--- src/logic/mem_pkg.sv ---
package mem_pkg;

    // Cache geometry
    localparam int NUM_WAYS   = 2;
    localparam int WAY_W      = 1;
    localparam int NUM_SETS   = 16;
    localparam int LINE_BYTES = 32;

    // Physical address split
    localparam int OFFSET_W = 5;
    localparam int SET_W    = 4;
    localparam int TAG_W    = 3;
    localparam int PADDR_W  = TAG_W + SET_W + OFFSET_W;

    // Outstanding misses
    localparam int FLQ_ENTRIES = 4;
    localparam int FLQ_IDX_W   = 2;

    localparam int ROBID_W    = 6;
    localparam int PDST_W     = 6;
    localparam int LOAD_BYTES = 8;

    typedef enum logic [1:0] {
        OP_LOAD  = 2'd0,
        OP_STORE = 2'd1,
        OP_FILL  = 2'd2
    } t_mem_op;

    typedef struct packed {
        logic [TAG_W-1:0]    tag;
        logic [SET_W-1:0]    set;
        logic [OFFSET_W-1:0] offset;
    } t_paddr_fields;

    // Raw word for requesters and the CAM, fields for the arrays
    typedef union packed {
        logic [PADDR_W-1:0] raw;
        t_paddr_fields      f;
    } t_paddr;

    typedef logic [LINE_BYTES*8-1:0] t_line;

endpackage
--- src/logic/l1_tag_array.sv ---
`timescale 1ns/10ps

module l1_tag_array (
    input  logic                          clk,
    input  logic                          rst,
    input  logic                          rd_en,
    input  logic                          fill_en,
    input  mem_pkg::t_paddr               addr,
    output logic [mem_pkg::NUM_WAYS-1:0]  hit_ways,
    output logic [mem_pkg::WAY_W-1:0]     fill_way
);

    import mem_pkg::*;

    logic [TAG_W-1:0]    tags      [NUM_SETS][NUM_WAYS];
    logic [NUM_WAYS-1:0] way_valid [NUM_SETS];
    logic [WAY_W-1:0]    rr_ptr    [NUM_SETS];

    // Victim way for this set, shared with the data array
    assign fill_way = rr_ptr[addr.f.set];

    always_ff @(posedge clk) begin
        if (rst) begin
            for (int s = 0; s < NUM_SETS; s++) begin
                way_valid[s] <= '0;
                rr_ptr[s]    <= '0;
            end
        end else if (fill_en) begin
            way_valid[addr.f.set][fill_way] <= 1'b1;
            if (fill_way == WAY_W'(NUM_WAYS - 1)) begin
                rr_ptr[addr.f.set] <= '0;
            end else begin
                rr_ptr[addr.f.set] <= fill_way + 1'b1;
            end
        end
    end

    always_ff @(posedge clk) begin
        if (fill_en) begin
            tags[addr.f.set][fill_way] <= addr.f.tag;
        end
    end

    // Match registered so it lands in MM2
    always_ff @(posedge clk) begin
        if (rd_en) begin
            for (int w = 0; w < NUM_WAYS; w++) begin
                hit_ways[w] <= way_valid[addr.f.set][w]
                             & (tags[addr.f.set][w] == addr.f.tag);
            end
        end
    end

endmodule

--- config.mk ---
export PLATFORM = sky130hd
export DESIGN_NAME = l1_tag_array
export DESIGN_NICKNAME = d
export VERILOG_FILES = /design/src/logic/mem_pkg.sv /design/src/logic/l1_tag_array.sv
export SDC_FILE = /design/constraint.sdc
export NUM_CORES = 1
export LEC_CHECK = 0
export BUFFER_PORTS_ARGS = -buffer_cell sky130_fd_sc_hd__buf_2
export CAP_MARGIN = 20
export CELL_PAD_IN_SITES_DETAIL_PLACEMENT = 0
export CELL_PAD_IN_SITES_GLOBAL_PLACEMENT = 2
export CORE_AREA = 2 2 132 167
export CTS_CLUSTER_DIAMETER = 200
export DETAILED_ROUTE_END_ITERATION = 6
export DIE_AREA = 0 0 134 169
export GPL_ROUTABILITY_DRIVEN = 1
export GPL_TIMING_DRIVEN = 0
export MAX_ROUTING_LAYER = met4
export PLACE_DENSITY = 0.58
export SETUP_SLACK_MARGIN = 0.02
export SLEW_MARGIN = 15
export SYNTH_ARGS = -nofsm -noshare
export SYNTH_HDL_FRONTEND = slang
export SYNTH_SLANG_ARGS = --single-unit
--- constraint.sdc ---
create_clock -name clk -period 2 [get_ports clk]
set_input_delay 0.3 -clock clk [delete_from_list [all_inputs] [get_ports clk]]
set_output_delay 0.3 -clock clk [all_outputs]
set_load 0.005 [all_outputs]
Yosys cells after proc, flatten, opt, wreduce, memory -nomap -nowiden
Memories as Yosys holds them, arrays and structs flattened.
Cells that the tools add are included.
- add/sub/neg operators: 1
- $lt $le $gt $ge: 4
- eq/ne operators: 2
- mux-type cells: 25
- bitwise operators: 4
- reduce and logical (&&, ||, !) cells: 4
- operators by type and width (operator ; number):
    2-to-1 mux 1 bit ; 16
    2-to-1 mux 4 bit ; 2
    == test 3 bit ; 2
    2-to-1 mux 2 bit ; 3
    2-to-1 mux 6 bit ; 1
    demux 3 bit (select 1 bit) ; 1
    2-to-1 mux 3 bit ; 1
    bitwise AND 1 bit ; 2
    greater-or-equal comparator 2 bit (second input constant) ; 1
    logical AND 1 bit ; 2
    less-than comparator 1 x 2 -> 1 bit (second input constant) ; 1
    less-than comparator 2 x 1 -> 1 bit (second input constant) ; 1
    inverter 1 -> 2 bit ; 1
    OR reduction 2 bit ; 1
    adder 1 bit (second input constant) ; 1
    demux 1 bit (select 1 bit) ; 1
    greater-or-equal comparator 1 bit (second input constant) ; 1
    bitwise OR 1 bit ; 1
    OR reduction 1 bit ; 1
- register bits: 2
- bits in writable memories: 144
- input port bits: 16
- output and inout bits: 3
- word-level logic and storage cells: 44
- memories kept: 3
- memories (name ; depth ; bits a word ; read ports ; clocked after memory_dff ; wr ports ; line ; text):
    tags ; 16 ; 6 ; 1 ; 0 ; 1 ; l1_tag_array.sv:15 ; logic [TAG_W-1:0] tags [NUM_SETS][NUM_WAYS];
    way_valid ; 16 ; 2 ; 1 ; 0 ; 16 ; l1_tag_array.sv:16 ; logic [NUM_WAYS-1:0] way_valid [NUM_SETS];
    rr_ptr ; 16 ; 1 ; 1 ; 0 ; 16 ; l1_tag_array.sv:17 ; logic [WAY_W-1:0] rr_ptr [NUM_SETS];

Depth between registers and ports, before layout
Gate-level depths: netlist (run 1).
An unclocked memory read counts as a cell.
- depth in word-level cells: 8
- mapped depth: 8
- depth with buffers taken out: 5

Least setup slack after synthesis (run 1)
OpenSTA, ideal clock, no wires.
- path kind: input to register
- start point: input addr[5] in the netlist's numbering
- end point: register hit_ways[1] in the netlist's numbering (data pin)
- library setup time: 0.256 ns
- arrival: 1.857 ns
- data required time: 1.744 ns
- setup slack: -0.113 ns
- cell stages on the path: 6
- path buffers: 2
- cells stage by stage: buf_6 buf_12 mux4_1 mux2i_1 or4_1 and4_1
- word-level cells in the longest chain between the ends: 3
- elaborated cells between the ends (all ways): 4
- classes of those cells: eq/ne (1); bitwise (1); memory (2)
- ends and longest elaborated chain (element ; line ; text):
    start, declared ; l1_tag_array.sv:8 ; input mem_pkg::t_paddr addr,
    memory read (16 x 6 bit) ; -- ;
    == test 3 bit ; l1_tag_array.sv:49 ; & (tags[addr.f.set][w] == addr.f.tag);
    bitwise AND 1 bit * ; l1_tag_array.sv:49 ;
    end signal, assigned by index ; l1_tag_array.sv:48 ; hit_ways[w] <= way_valid[addr.f.set][w]
    end, declared ; l1_tag_array.sv:9 ; output logic [mem_pkg::NUM_WAYS-1:0] hit_ways,
Mark *: on every way between the ends. The rest lies on a longest branch, timed or not.
A chain may end at the register's enable or synchronous reset.

Final worst setup path (run 1)
- start point: memory rr_ptr[4]
- end point: output fill_way
- word-level cells in the longest chain between the ends: 1
- ends and longest elaborated chain (element ; line ; text):
    start, declared ; l1_tag_array.sv:17 ;
    memory read (16 x 1 bit) ; -- ;
    end, declared ; l1_tag_array.sv:10 ; output logic [mem_pkg::WAY_W-1:0] fill_way
Every way passes these cells.

==> results.md, run 1 <==
Clock network:
- Clock tree synthesis selected as its root buffer the cell clkbuf_16.
- The TritonCTS clock tree is yes.
- The maximum root-to-sink buffer count is 2.
- The clock transition at the registers of the reported paths is around 70 ps.
- In this run, CTS created clock tree buffers numbering 17.
- The H-tree was split into 4 levels.
- The clock drives 146 sinks.
- The clock latency at the later pin of the worst-skew pair is 430 ps.

Detailed routing:
- After detailed routing, the total wire length is 16.4 mm.
- The number of design rule violations left after detail routing is 0.
- For this run, the detailed router's first-pass iteration total came to 4.
- The post-route antenna net violation count is 0.
- After detailed routing, the number of vias per cell comes to 4.73.
- In the final routed layout, each cell accounts on average for 22.3 µm.
- Detailed routing inserted a total of 3,488 vias.
- The initial detailed-routing violation count is 222.

Setup path:
- The element type at the critical path start is a flip-flop.
- Along the worst path, the maximum fanout reaches 4.
- The required time reported for the critical path endpoint is between 1500 and 2000 ps.
- STA classifies the critical path endpoint as an output port.
- The dominant delay contributor by cell family on the critical path is multiplexers.
- The critical path runs through a total of 5 cells.
- The longest individual stage delay on the worst path is 480 ps.
- The slowest stage of the critical path belongs to the cell mux4_2.
- Together, buffers and inverters on the worst path number 1.
- The logic depth of the worst register-to-register path is 4.
- The data arrival time at the worst-slack endpoint is 1960 ps.
- The critical path goes through mux4_2, mux2_2, nor2_4, nor2_2, buf_2.
- The critical path is of the reg -> out type.

Cells and area:
- The final instance count without filler cells is approximately 740.
- In the final layout, the share of cells above drive strength 1 is 33.2%.
- The area growth from synthesis to layout is 19.6%.
- 0 antenna diodes ended up in the layout.
- After filler insertion, the fill cell instance count of the layout stands at 2,037.
- For this run, the post-layout net count is 461.
- The cell area after layout is approximately 7400 µm².

STA:
- Setup repair after global routing could not meet its margin everywhere.
- The worst slack on hold paths is around 99 ps.
- The max-slew violation count was 0.
- The final worst slack is -264 ps.
- The final critical path takes up 113% of the cycle.
- The transition time at the pin with the least slew margin is between 700 and 800 ps.
- The smallest clock period supported by the final layout is computed as 2260 ps.
- Setup violations remaining at the end of the flow were counted as 52.
- Headroom to the max-slew limit came out at 53.2%.
- Clock skew on the completed layout was measured at around 11 ps.
- The number of endpoints with negative hold slack in the final report came to 0.
- Derived from the worst setup path, the maximum achievable clock frequency is 442 MHz.

Yosys:
- Counting instances in the post-synthesis netlist gives the leading cell types as 114 x edfxtp_1, 98 x nor2_1, 32 x dfxtp_1.
- The post-synthesis cell type count is 35.
- The synthesized netlist net count is 428.
- After synthesis, the cell types taking the most area are edfxtp_1 55%, mux4_2 11%, dfxtp_1 10%.
- The Yosys step of the flow raised 0 warnings.
- The number of enable-type register cells in the synthesized netlist is ~110.
- The synthesized netlist devotes less than 1% of its cell area to XOR and XNOR gates.
- The adder-cell share of the synthesized area is 0%.
- Multiplexer cells account for 16.5% of the synthesized area.
- The post-synthesis compound-gate area fraction is 1.43%.
- edfxtp_1 takes more of the synthesized area than any other cell.
- The dominant combinational cell family by area after synthesis is multiplexers.
- Averaged over all synthesized cells, the footprint is 15.1 µm².
- The share of synthesized area occupied by flip-flops and latches is 65.3%.
- By instance count, the leading cell after synthesis is edfxtp_1.
- The prevailing post-synth register cell is edfxtp_1.
- Of all flip-flops after synthesis, the portion carrying an async set or reset was 0%.
- The post-synthesis simple-gate area fraction is 13.7%.
- After synthesis, the largest area contributor takes up between 50 and 60% of total cell area.
- The synthesized instance count is 412.
- The post-synthesis cell area is 6220 µm².
- The post-synthesis register bit count is 146.

Floorplanning:
- The initial utilization of the core area, before any placement, comes to 29.5%.
- The die footprint is 22,600 µm².
- Pin placement for this block handled 19 I/O pins.
- The floorplan core area is between 20,000 and 25,000 µm².
- The initialized floorplan defines 60 standard-cell rows.
- The height of the chip is 169 µm.
- Measured along the x axis, the die boundary spans 134 µm.

Run status:
- The final reports fail on negative setup slack.
- The flow ran to the end, but the final reports show violations.

Flow run:
- Across the run, the number of max-cap violations was 0.

Place:
- The placed instance count is 701.
- In this run the tool buffered the top-level ports with 10 buffer cells.
- After legalization and detailed placement, the total HPWL measured around 12 mm.
- The placed instances occupy a cell area of ~6600 µm².
- The congestion estimate from routability-driven global placement came to 0.774.

Power and ir drop:
- The total leakage power is ~2.5 nW.
- The peak supply drop is 0.559 mV.
- In this run the power density over the cells is 932 nW/µm².

Min path:
- The depth of the worst hold-timing path is 1.
- The worst hold path belongs to the class in -> reg.

GRT:
- The number of global-route vias before repair came to 3,681.
- The met3 demand-to-capacity share in global routing is between 3 and 4%.
- Global routing used 15.9% of the available tracks.
- The met1 capacity usage during global routing is a little under a fifth.
- The total overflow left after global routing is 0.
- The pin count of the biggest net entering global routing is 39.
- The global-route wire length before repair is 24.4 mm.
- The met2 routing resource usage after global routing is 26.7%.
- In this run the most used layer during global routing was met2.
- The number of antenna violations at the first check in global routing was 0.
[where the power goes]
group,internal (mW),leakage [nW],total (mW),switching (mW)
Clock,1.74,0.269,3.09,1.35
Combinational,0.193,0.900,0.525,0.332
Sequential,3.31,1.31,3.32,0.0120
Total,5.24,2.48,6.94,1.69
[routing by layer]
layer	vias up	wire [µm]
li1	1604	-
met1	1799	6840
met2	66	8580
met3	19	570
met4	0	414
met5	-	0
[cells in the final DEF, fill, tap and decap left out, drive strengths merged]
| cell | Yosys | final |
|---|---|---|
| nor3b | 1 | 1 |
| a21oi | 8 | 8 |
| nor2 | 110 | 110 |
| clkinvlp | 0 | 4 |
| buf | 17 | 31 |
| inv | 1 | 6 |
| and3b | 1 | 1 |
| and4 | 2 | 2 |
| a21boi | 2 | 2 |
| or2 | 1 | 1 |
| mux2 | 2 | 2 |
| dfxtp | 32 | 32 |
| clkbuf | 5 | 22 |
| mux2i | 12 | 12 |
| and2 | 2 | 2 |
| clkinv | 0 | 5 |
| xnor2 | 4 | 4 |
| mux4 | 38 | 38 |
| nand3b | 2 | 2 |
| nor3 | 1 | 1 |
| nand2 | 19 | 19 |
| nor2b | 3 | 3 |
| nand3 | 10 | 10 |
| or4 | 2 | 2 |
| and3 | 4 | 4 |
| o21bai | 1 | 1 |
| edfxtp | 114 | 114 |
| nand2b | 16 | 16 |
| bufinv | 0 | 1 |
| a22oi | 2 | 2 |
[cells by family after synthesis]
family                    after synthesis
AOI/OAI and AO/OA                      13
xor gates and xnor gates                4
buffers and inverters                  23
DFF                                   146
muxes                                  52
and+or+nand+nor                       174
[final timing paths]
check,slack (ps),from,endpoint
worst max-delay path,-260,rr_ptr[4]$_SDFFCE_PN0P_,fill_way
worst min-delay path,100,rd_en,hit_ways[1]$_DFFE_PP_
worst max register to register,-40,rr_ptr[3]$_SDFFCE_PN0P_,tags[11][3]$_DFFE_PP_
worst min register to register,470,way_valid[5][1]$_DFF_P_,way_valid[5][1]$_DFF_P_
[final cells by class]
type | count | area, µm² | area share, %
multi-input combinational | 243 | 2210 | 29.7
buffer | 22 | 163 | 2.18
clock buffer | 17 | 425 | 5.71
sequential | 146 | 4060 | 54.6
clock inverter | 15 | 150 | 2.02
inverter | 1 | 3.75 | 0.0504
tap | 279 | 349 | 4.69
timing repair buffer | 14 | 80.1 | 1.08
[sequential cells by signal, indices dropped and copies added (netlist names)]
register,flops
tags,96
rr_ptr,16
hit_ways,2
way_valid,32
[through the flow]
| step | worst slack [ps] | power (mW) | util [%] | setup TNS [ps] |
|---|---|---|---|---|
| final | -264 | 6.94 | 35.3 | -3540 |
| after global routing | -325 | 7.17 | 35.3 | -8530 |
| after CTS | -274 | 6.99 | 35.0 | -5120 |
| after detailed placement | -1090 | 3.87 | 31.4 | -101580 |
| after global placement | -1050 | 3.86 | 31.4 | -105180 |
| after floorplan | -14.3 | 3.69 | - | -28.7 |
[what timing repair did]
action                     in CTS  in global routing
setup endpoints to repair     130                 99
pin swaps                       0                  2
hold buffers                    0                  0
gates resized for setup        45                 16
setup buffers                   4                  0
(Power assumes the default switching activity.)
==> run 2: changes to the inputs <==
ABC_AREA = 1   (was default)
CORE_AREA = 2 2 136 171   (was 2 2 132 167)
DIE_AREA = 0 0 138 173   (was 0 0 134 169)
PLACE_DENSITY = 0.66   (was 0.58)
==> run 2 against run 1 <==
The flow now finishes without violations. Clock power up 7.1%. Synthesized area up 5.9%. Worst setup slack better by 330 ps. Critical path type unchanged.
==> results.md, run 2 <==
Run status:
- The run finished with clean final reports.

Power and ir drop:
- The switching power total is 1.71 mW (+0.99%).
- The fraction of power spent switching nets is 23.7% (-0.71 points).
- The internal power was 5.50 mW (+5.0%).
- The share of power burned in the clock network is 45.9% (+1.3 points).
- The peak supply drop is 0.587 mV (+5.0%).
- The total leakage power is 3.17 nW (+28%).
- The overall power consumption is 7.22 mW (+4.0%).
- The sequential cell fraction of total power is 46.0% (-1.9 points).
- The power density of the placed cells was 925 nW/µm² (-0.75%).
- The portion of total power attributed to combinational logic came to 8.1% (+0.5 points).

Place:
- The placed instance count came to 1,043 (+49%).
- The pre-CTS setup slack is -893 ps (+195 ps).
- The number of buffers inserted by port buffering is 12 (+2).
- The routability congestion estimate from global placement is 0.794 (+2.6%).
- The HPWL after detailed placement is 14.1 mm (+20%).
- The placed cell area was 7010 µm² (+5.7%).

Yosys:
- The number of warnings reported in the yosys synthesis log is 0 (unchanged).
- For this run, the leading register cell type out of synthesis is edfxtp_1.
- The most numerous cell in the Yosys netlist is nand2_1.
- The post-synthesis average cell area is 8.82 µm² (-42%).
- The post-synthesis register bit count is 146 (unchanged).
- The library cell with the largest summed area after synthesis is edfxtp_1.
- The async set-or-reset flop fraction in the synthesized netlist came to 0% (unchanged).
- The synthesized instance count came to 748 (+82%).
- The commonest cells after synthesis are 337 x nand2_1, 114 x edfxtp_1, 75 x nor2_1.
- Yosys attributes the largest share of cell area to edfxtp_1 52%, nand2_1 19%, dfxtp_1 9.7%.
- The number of enable-type register cells in the synthesized netlist is 114 (unchanged).
- The share of synthesized area occupied by flip-flops and latches is 61.6% (-3.7 points).
- The area fraction of the dominant cell type after synthesis is 51.9% (-3.1 points).
- The post-synthesis cell type count is 24 (-31%).
- The synthesized netlist net count is 764 (+79%).
- The post-synthesis cell area is 6590 µm² (+5.9%).

Cells and area:
- The growth of design area from synthesis to finish is 18.3%.
- The final-layout fill cell count is 2,344 (+15%).
- The largest registers in the layout are tags x96, way_valid x32, rr_ptr x16.
- The fraction of layout instances using a drive strength above 1 is 14.4% (-19 points).
- The diode insertion count for antenna repair was 0 (unchanged).
- The sequential cell area in the final layout was 4060 µm² (unchanged).
- Counting flops per register, the top entry is tags.
- The library cell used most frequently in the layout, excluding fill and tap cells, is nand2_1.
- In the layout the commonest cells are 335 x nand2_1, 114 x edfxtp_1, 64 x nor2_1.
- The post-layout net count is 802 (+74%).
- The number of flip-flops in the largest register is 96 (unchanged).
- The final instance count without filler cells is 1,082 (+47%).
- The area used by multi-input combinational logic is 2190 µm² (-0.79%).
- The cell area after layout is 7800 µm² (+4.8%).

Setup path:
- The maximum fanout along the worst path is 6 (+2).
- STA classifies the critical path startpoint as a flip-flop.
- The required time reported for the critical path endpoint was 1700 ps (about the same).
- The critical path class is reg -> out.
- The kind of end point of the critical path is an output port.
- The data arrival time at the worst-slack endpoint is 1630 ps (-330 ps).

GRT:
- The overflow left after global routing is 0 (unchanged).
- The global-route wire length before repair is 30.1 mm (+24%).
- met2 is the most crowded layer.
- The pin count of the biggest net entering global routing is 37 (-5.1%).
- The met1 capacity usage during global routing is 20.4% (+1.5 points).
- The global-route usage over all layers is 17.9% (+2.0 points).
- The met3 demand-to-capacity share in global routing is 3.02% (-0.066 points).
- The number of global-route vias before repair is 4,863 (+32%).
- The number of antenna violations at the first check in global routing is 0 (unchanged).
- The met2 routing resource usage after global routing is 32.6% (+5.9 points).

STA:
- The worst slack on hold paths is 104 ps (+5.05 ps).
- The remaining max-slew budget at the tightest pin is 33.8% (-19 points).
- The time the final worst path needs with I/O delays and setup was 1930 ps (-330 ps).
- The max-slew violation count is 0 (unchanged).
- The final worst slack is 65.8 ps (+330 ps).
- The worst-case clock skew is 9.51 ps (-1.13 ps).
- The total of endpoints with negative setup slack in the final report came to 0 (-100%).
- The number of endpoints with negative hold slack in the final report is 0 (unchanged).
- Setup repair after global routing could not meet its margin everywhere.
- The maximum frequency from static timing analysis came to 517 MHz (+17%).
- The final critical-path share of the clock period is 96.7% (-17 points).
- The transition time at the pin with the least slew margin is 994 ps (+292 ps).

Clock network:
- The cell chosen for the clock root is clkbuf_16.
- The count of clock tree sinks was 146 (unchanged).
- The number of levels the H-tree was split into is 4 (unchanged).
- The maximum root-to-sink buffer count is 2 (unchanged).
- The clock transition at the registers of the reported paths was 60 ps (about the same).
- The clock latency at the later pin of the worst-skew pair was 420 ps (about the same).
- TritonCTS built the clock tree.
- The number of buffers inserted during clock tree synthesis came to 17 (unchanged).
- The cts-stage hold buffer count was 0 (unchanged).

Detailed routing:
- The total wire length after detailed routing came to 20.4 mm (+24%).
- The iteration count of the initial detailed-routing pass is 4 (unchanged).
- The post-route antenna net violation count is 0 (unchanged).
- The detailed-route via count is 4,890 (+40%).
- The initial detailed-routing violation count is 232 (+4.5%).
- The via count normalized by instance count is 4.52 (-4.5%).
- The number of design rule violations left after detail routing was 0 (unchanged).
- The wire length per cell after detailed routing is 18.9 µm (-15%).

Floorplanning:
- The cell row count is 61 (+1.7%).
- The floorplan core area is 22,100 µm² (+4.9%).
- The width of the chip came to 138 µm (+3.0%).
- The die footprint is 23,900 µm² (+5.4%).
- The starting density of the core is 29.8% (+0.28 points).
- The boundary pin count is 19 (unchanged).
- The height of the chip is 173 µm (+2.4%).

Min path:
- The class of the worst hold path is in -> reg.

Flow run:
- The max-capacitance violation count is 0 (unchanged).
run 2: cell count changes in the layout (fill, tap and decap cells not counted), sizes merged, moves of 6 or more:
cell,delta
a21oi,-6
a22oi,+6
buf,+8
clkbuf,+12
inv,+62
mux2i,-12
mux4,-38
nand2,+326
nand2b,-16
nor2,-20
o21ai,+41
o22ai,+8
run 2: per-layer routing:
layer / vias to the layer above / wire, µm
met5: - / 0
met1: 2325 / 8570
met3: 16 / 581
li1: 2456 / -
met2: 93 / 11000
met4: 0 / 267
run 2: logic make-up (layout without fill, tap and decap cells):
logic type	Yosys count	after routing	share of synthesized area, %
AO/OA/AOI/OAI	60	60	5.05
buffers and inverters	97	148	6.30
flip-flops	146	146	61.6
AND/OR/NAND/NOR	445	445	27.0
run 2: stage by stage:
step	util, %	setup TNS [ps]
after global placement	31.7	-70580
after floorplan	-	0
final	35.3	0
after detailed placement	31.7	-65370
after global routing	35.3	-36.6
after CTS	35.0	0
run 2: power groups by stage:
| stage | registers [mW] | logic, mW | clock network [mW] |
|---|---|---|---|
| after floorplan | 3.38 | 0.314 | 0 |
| after global placement | 3.38 | 0.550 | 0 |
| after detailed placement | 3.39 | 0.551 | 0 |
| after CTS | 3.32 | 0.579 | 3.36 |
| after global routing | 3.32 | 0.645 | 3.50 |
| final | 3.32 | 0.583 | 3.31 |
run 2: layout make-up:
type                    instances  area share [%]
well taps                     283            4.54
multi-input cells             505            28.1
plain buffers                  29            2.28
clock buffers                  25            7.46
flip-flops and latches        146            52.1
inverters                      68            3.29
clock inverters                 7           0.657
repair buffers                 19            1.60
run 2: final timing paths:
path | slack (ps) | start | endpoint | depth (start not counted)
setup / recovery | 70 | rr_ptr[0]$_SDFFCE_PN0P_ | fill_way | 6
setup reg to reg | 140 | rr_ptr[0]$_SDFFCE_PN0P_ | tags[4][5]$_DFFE_PP_ | 8
hold reg to reg | 460 | way_valid[3][0]$_DFF_P_ | way_valid[3][0]$_DFF_P_ | 2
hold / removal | 100 | rd_en | hit_ways[0]$_DFFE_PP_ | 1
run 2: critical path, stage by stage, from the launching register on:
cell      delay, ps
edfxtp_1        380
a22oi_2         200
nand2_1          90
nand2_2         110
nand4_4         140
buf_8           160
buf_2           120
run 2: what timing repair did:
action,in CTS,in global routing
setup endpoints to repair,62,22
gates resized for setup,19,11
pin swaps,2,0
setup buffers,4,3
==> run 3: changes to the inputs <==
clock period = 1.55 ns   (was 2 ns; I/O delays follow)
==> run 3 against run 2 <==
The flow now finishes with violations (negative setup slack). Via count up 3.4%. Sequential power up 29%. Final cell count up 2.3%. Cell area up 13%. Critical path depth unchanged. Non-clock buffer count up 25. Die area unchanged. Register-to-register slack worse by 390 ps. Global-route usage up 0.63 points. Worst setup slack worse by 350 ps. Clock skew up 4.5 ps. Critical endpoint unchanged. Highest routed layer unchanged.
==> results.md, run 3 (same netlist as run 2, synthesis figures left out) <==
Setup path:
- The maximum fanout along the worst path is 3 (-3).
- STA classifies the critical path endpoint as an output port.
- The data arrival time at the worst-slack endpoint came to 1600 ps (-30 ps).
- In this run the critical register-to-register path is captured at tags[6][3]$_DFFE_PP_.
- The worst setup path is launched from a flip-flop.
- The reg-to-reg startpoint is rr_ptr[8]$_SDFFCE_PN0P_.
- The setup slack of the most critical reg-to-reg path is -250 ps (-390 ps).
- The required time reported for the critical path endpoint is 1320 ps (-380 ps).
- The critical path is of the reg -> out type.
- The logic depth of the worst register-to-register path was 9 (+1).

Cells and area:
- The diode insertion count for antenna repair is 0 (unchanged).
- The register with the highest flop count is tags.
- In the layout the commonest cells are 321 x nand2_1, 114 x edfxtp_1, 45 x inv_1.
- The largest registers in the layout are tags x96, way_valid x32, rr_ptr x16.
- The post-layout net count was 827 (+3.1%).
- The most common cell after layout, fill and taps aside is nand2_1.
- The number of flip-flops in the largest register was 96 (unchanged).
- From synthesis to final layout, the design area changed by 33.4%.
- The post-route core utilization is 39.7% (+4.5 points).
- The fraction of layout instances using a drive strength above 1 is 27.3% (+13 points).
- The final-layout fill cell count is 2,210 (-5.7%).

GRT:
- The global-route wire length before repair came to 31.5 mm (+4.4%).
- The overflow left after global routing is 0 (unchanged).
- The number of antenna violations at the first check in global routing is 0 (unchanged).
- The global-route usage over all layers is 18.6% (+0.63 points).
- The number of global-route vias before repair is 5,213 (+7.2%).
- The pin count of the biggest net entering global routing is 37 (unchanged).

Floorplanning:
- The starting density of the core was 29.8% (unchanged).
- The height of the chip is 173 µm (unchanged).
- The boundary pin count is 19 (unchanged).
- The cell row count is 61 (unchanged).
- The die footprint is 23,900 µm² (unchanged).
- The floorplan core area is 22,100 µm² (unchanged).
- The width of the chip was 138 µm (unchanged).

Place:
- The number of buffers inserted by port buffering came to 12 (unchanged).
- The HPWL after detailed placement is 13.9 mm (-1.7%).
- The pre-CTS setup slack was -1140 ps (-250 ps).
- The routability congestion estimate from global placement came to 0.832 (+4.7%).

Min path:
- The worst hold path terminates at hit_ways[1]$_DFFE_PP_.
- In this run the worst hold path is classified as in -> reg.
- The depth of the worst hold-timing path was 1 (unchanged).
- The hold path startpoint is rd_en.

STA:
- The max-slew violation count came to 0 (unchanged).
- The transition time at the pin with the least slew margin is 818 ps (-175 ps).
- The worst-case clock skew is 14.0 ps (+4.53 ps).
- The time the final worst path needs with I/O delays and setup is around 1800 ps.
- The number of endpoints with negative hold slack in the final report is 0 (unchanged).
- The sum of negative setup slack is -23,870 ps (-23,870 ps).
- The final worst slack is -286 ps (-352 ps).
- Setup repair after global routing could not meet its margin everywhere.
- Static timing analysis puts the maximum clock frequency at roughly 540 MHz.
- The total of endpoints with negative setup slack in the final report is 137 (+137).
- The remaining max-slew budget at the tightest pin is 45.5% (+12 points).
- The worst path uses 118% of the clock period.

Clock network:
- The cell chosen for the clock root is clkbuf_16.
- The clock latency at the later pin of the worst-skew pair is 430 ps (about the same).
- The clock transition at the registers of the reported paths came to 70 ps (about the same).
- The cts-stage hold buffer count is 0 (unchanged).
- The count of clock tree sinks is 146 (unchanged).
- The number of buffers inserted during clock tree synthesis came to 17 (unchanged).
- The maximum root-to-sink buffer count is 2 (unchanged).
- TritonCTS built the clock tree.
- The number of levels the H-tree was split into was 4 (unchanged).

Detailed routing:
- The detailed-route via count is 5,054 (+3.4%).
- The number of design rule violations left after detail routing came to 0 (unchanged).
- The total wire length after detailed routing is 21.0 mm (+2.8%).
- The via count normalized by instance count is 4.57 (+1.0%).
- The post-route antenna net violation count was 0 (unchanged).
- The wire length per cell after detailed routing is 18.9 µm (+0.45%).
- The iteration count of the initial detailed-routing pass is 4 (unchanged).
- The initial detailed-routing violation count is 273 (+18%).

Power and ir drop:
- The peak supply drop was 0.742 mV (+27%).
- The overall power consumption is 9.78 mW (+36%).
- The power density of the placed cells is 1110 nW/µm² (+20%).
- The total leakage power is 3.47 nW (+9.7%).

Run status:
- The final reports fail on negative setup slack.
- The flow ran to the end, but the final reports show violations.

Flow run:
- The max-capacitance violation count is 0 (unchanged).
## run 3: cell count changes in the layout (fill, tap and decap cells not counted), sizes merged
cell | previous run | this run
inv | 68 | 74
clkdlybuf4s15 | 0 | 1
clkbuf | 34 | 29
clkinv | 7 | 5
bufinv | 0 | 2
clkinvlp | 0 | 2
buf | 39 | 60
## run 3: timing repair
action	in CTS	in global routing
buffers inserted	20	8
gates resized for setup	157	75
gates cloned	3	2
pin swaps	9	6
setup endpoints to repair	157	159
## run 3: layer usage
metal	vias to the layer above	wire (µm)	global-route usage (%)
li1	2522	-	-
met1	2399	8390	20.5
met2	93	11300	33.4
met3	40	645	3.02
met4	0	614	7.02
met5	-	0	-
## run 3: critical path, stage by stage (launching register included)
cell,delay (ps)
edfxtp_1,390
a22oi_2,210
nand2_2,90
nand2_4,100
nand4_4,130
buf_8,150
buf_6,100
## run 3: worst max path at each step
stage | start | endpoint | slack (ps) | cells after the start
final | rr_ptr[12]$_SDFFCE_PN0P_ | fill_way | -290 | 6
after global routing | rr_ptr[8]$_SDFFCE_PN0P_ | fill_way | -380 | 6
after CTS | rr_ptr[4]$_SDFFCE_PN0P_ | fill_way | -310 | 6
after detailed placement | addr[5] | tags[5][0]$_DFFE_PP_ | -1140 | 10
after global placement | addr[5] | tags[15][2]$_DFFE_PP_ | -1150 | 10
after floorplan | addr[5] | tags[10][0]$_DFFE_PP_ | -210 | 9
## run 3: power breakdown
group | internal [mW] | switching, mW | leakage [nW]
Clock | 2.46 | 1.87 | 0.300
Combinational | 0.454 | 0.716 | 1.87
Sequential | 4.27 | 0.0171 | 1.31
## run 3: cell type report
| class | count | area, µm² | area share, % |
|---|---|---|---|
| Timing Repair Buffer | 44 | 512 | 5.82 |
| Sequential cell | 146 | 4060 | 46.2 |
| Buffer | 29 | 332 | 3.77 |
| Tap cell | 283 | 354 | 4.03 |
| Clock inverter | 15 | 190 | 2.16 |
| Inverter | 68 | 273 | 3.10 |
| Clock buffer | 17 | 425 | 4.84 |
| Multi-Input combinational cell | 505 | 2640 | 30.1 |
## run 3: stage by stage
step / hold WS (ps) / cell area, µm² / std cells
after floorplan: 331 / 6690 / 748
after global placement: 441 / 7110 / 1043
after detailed placement: 446 / 7110 / 1043
after CTS: 8.44 / 8520 / 1098
after global routing: 11.7 / 8790 / 1107
final: 13.5 / 8790 / 1107
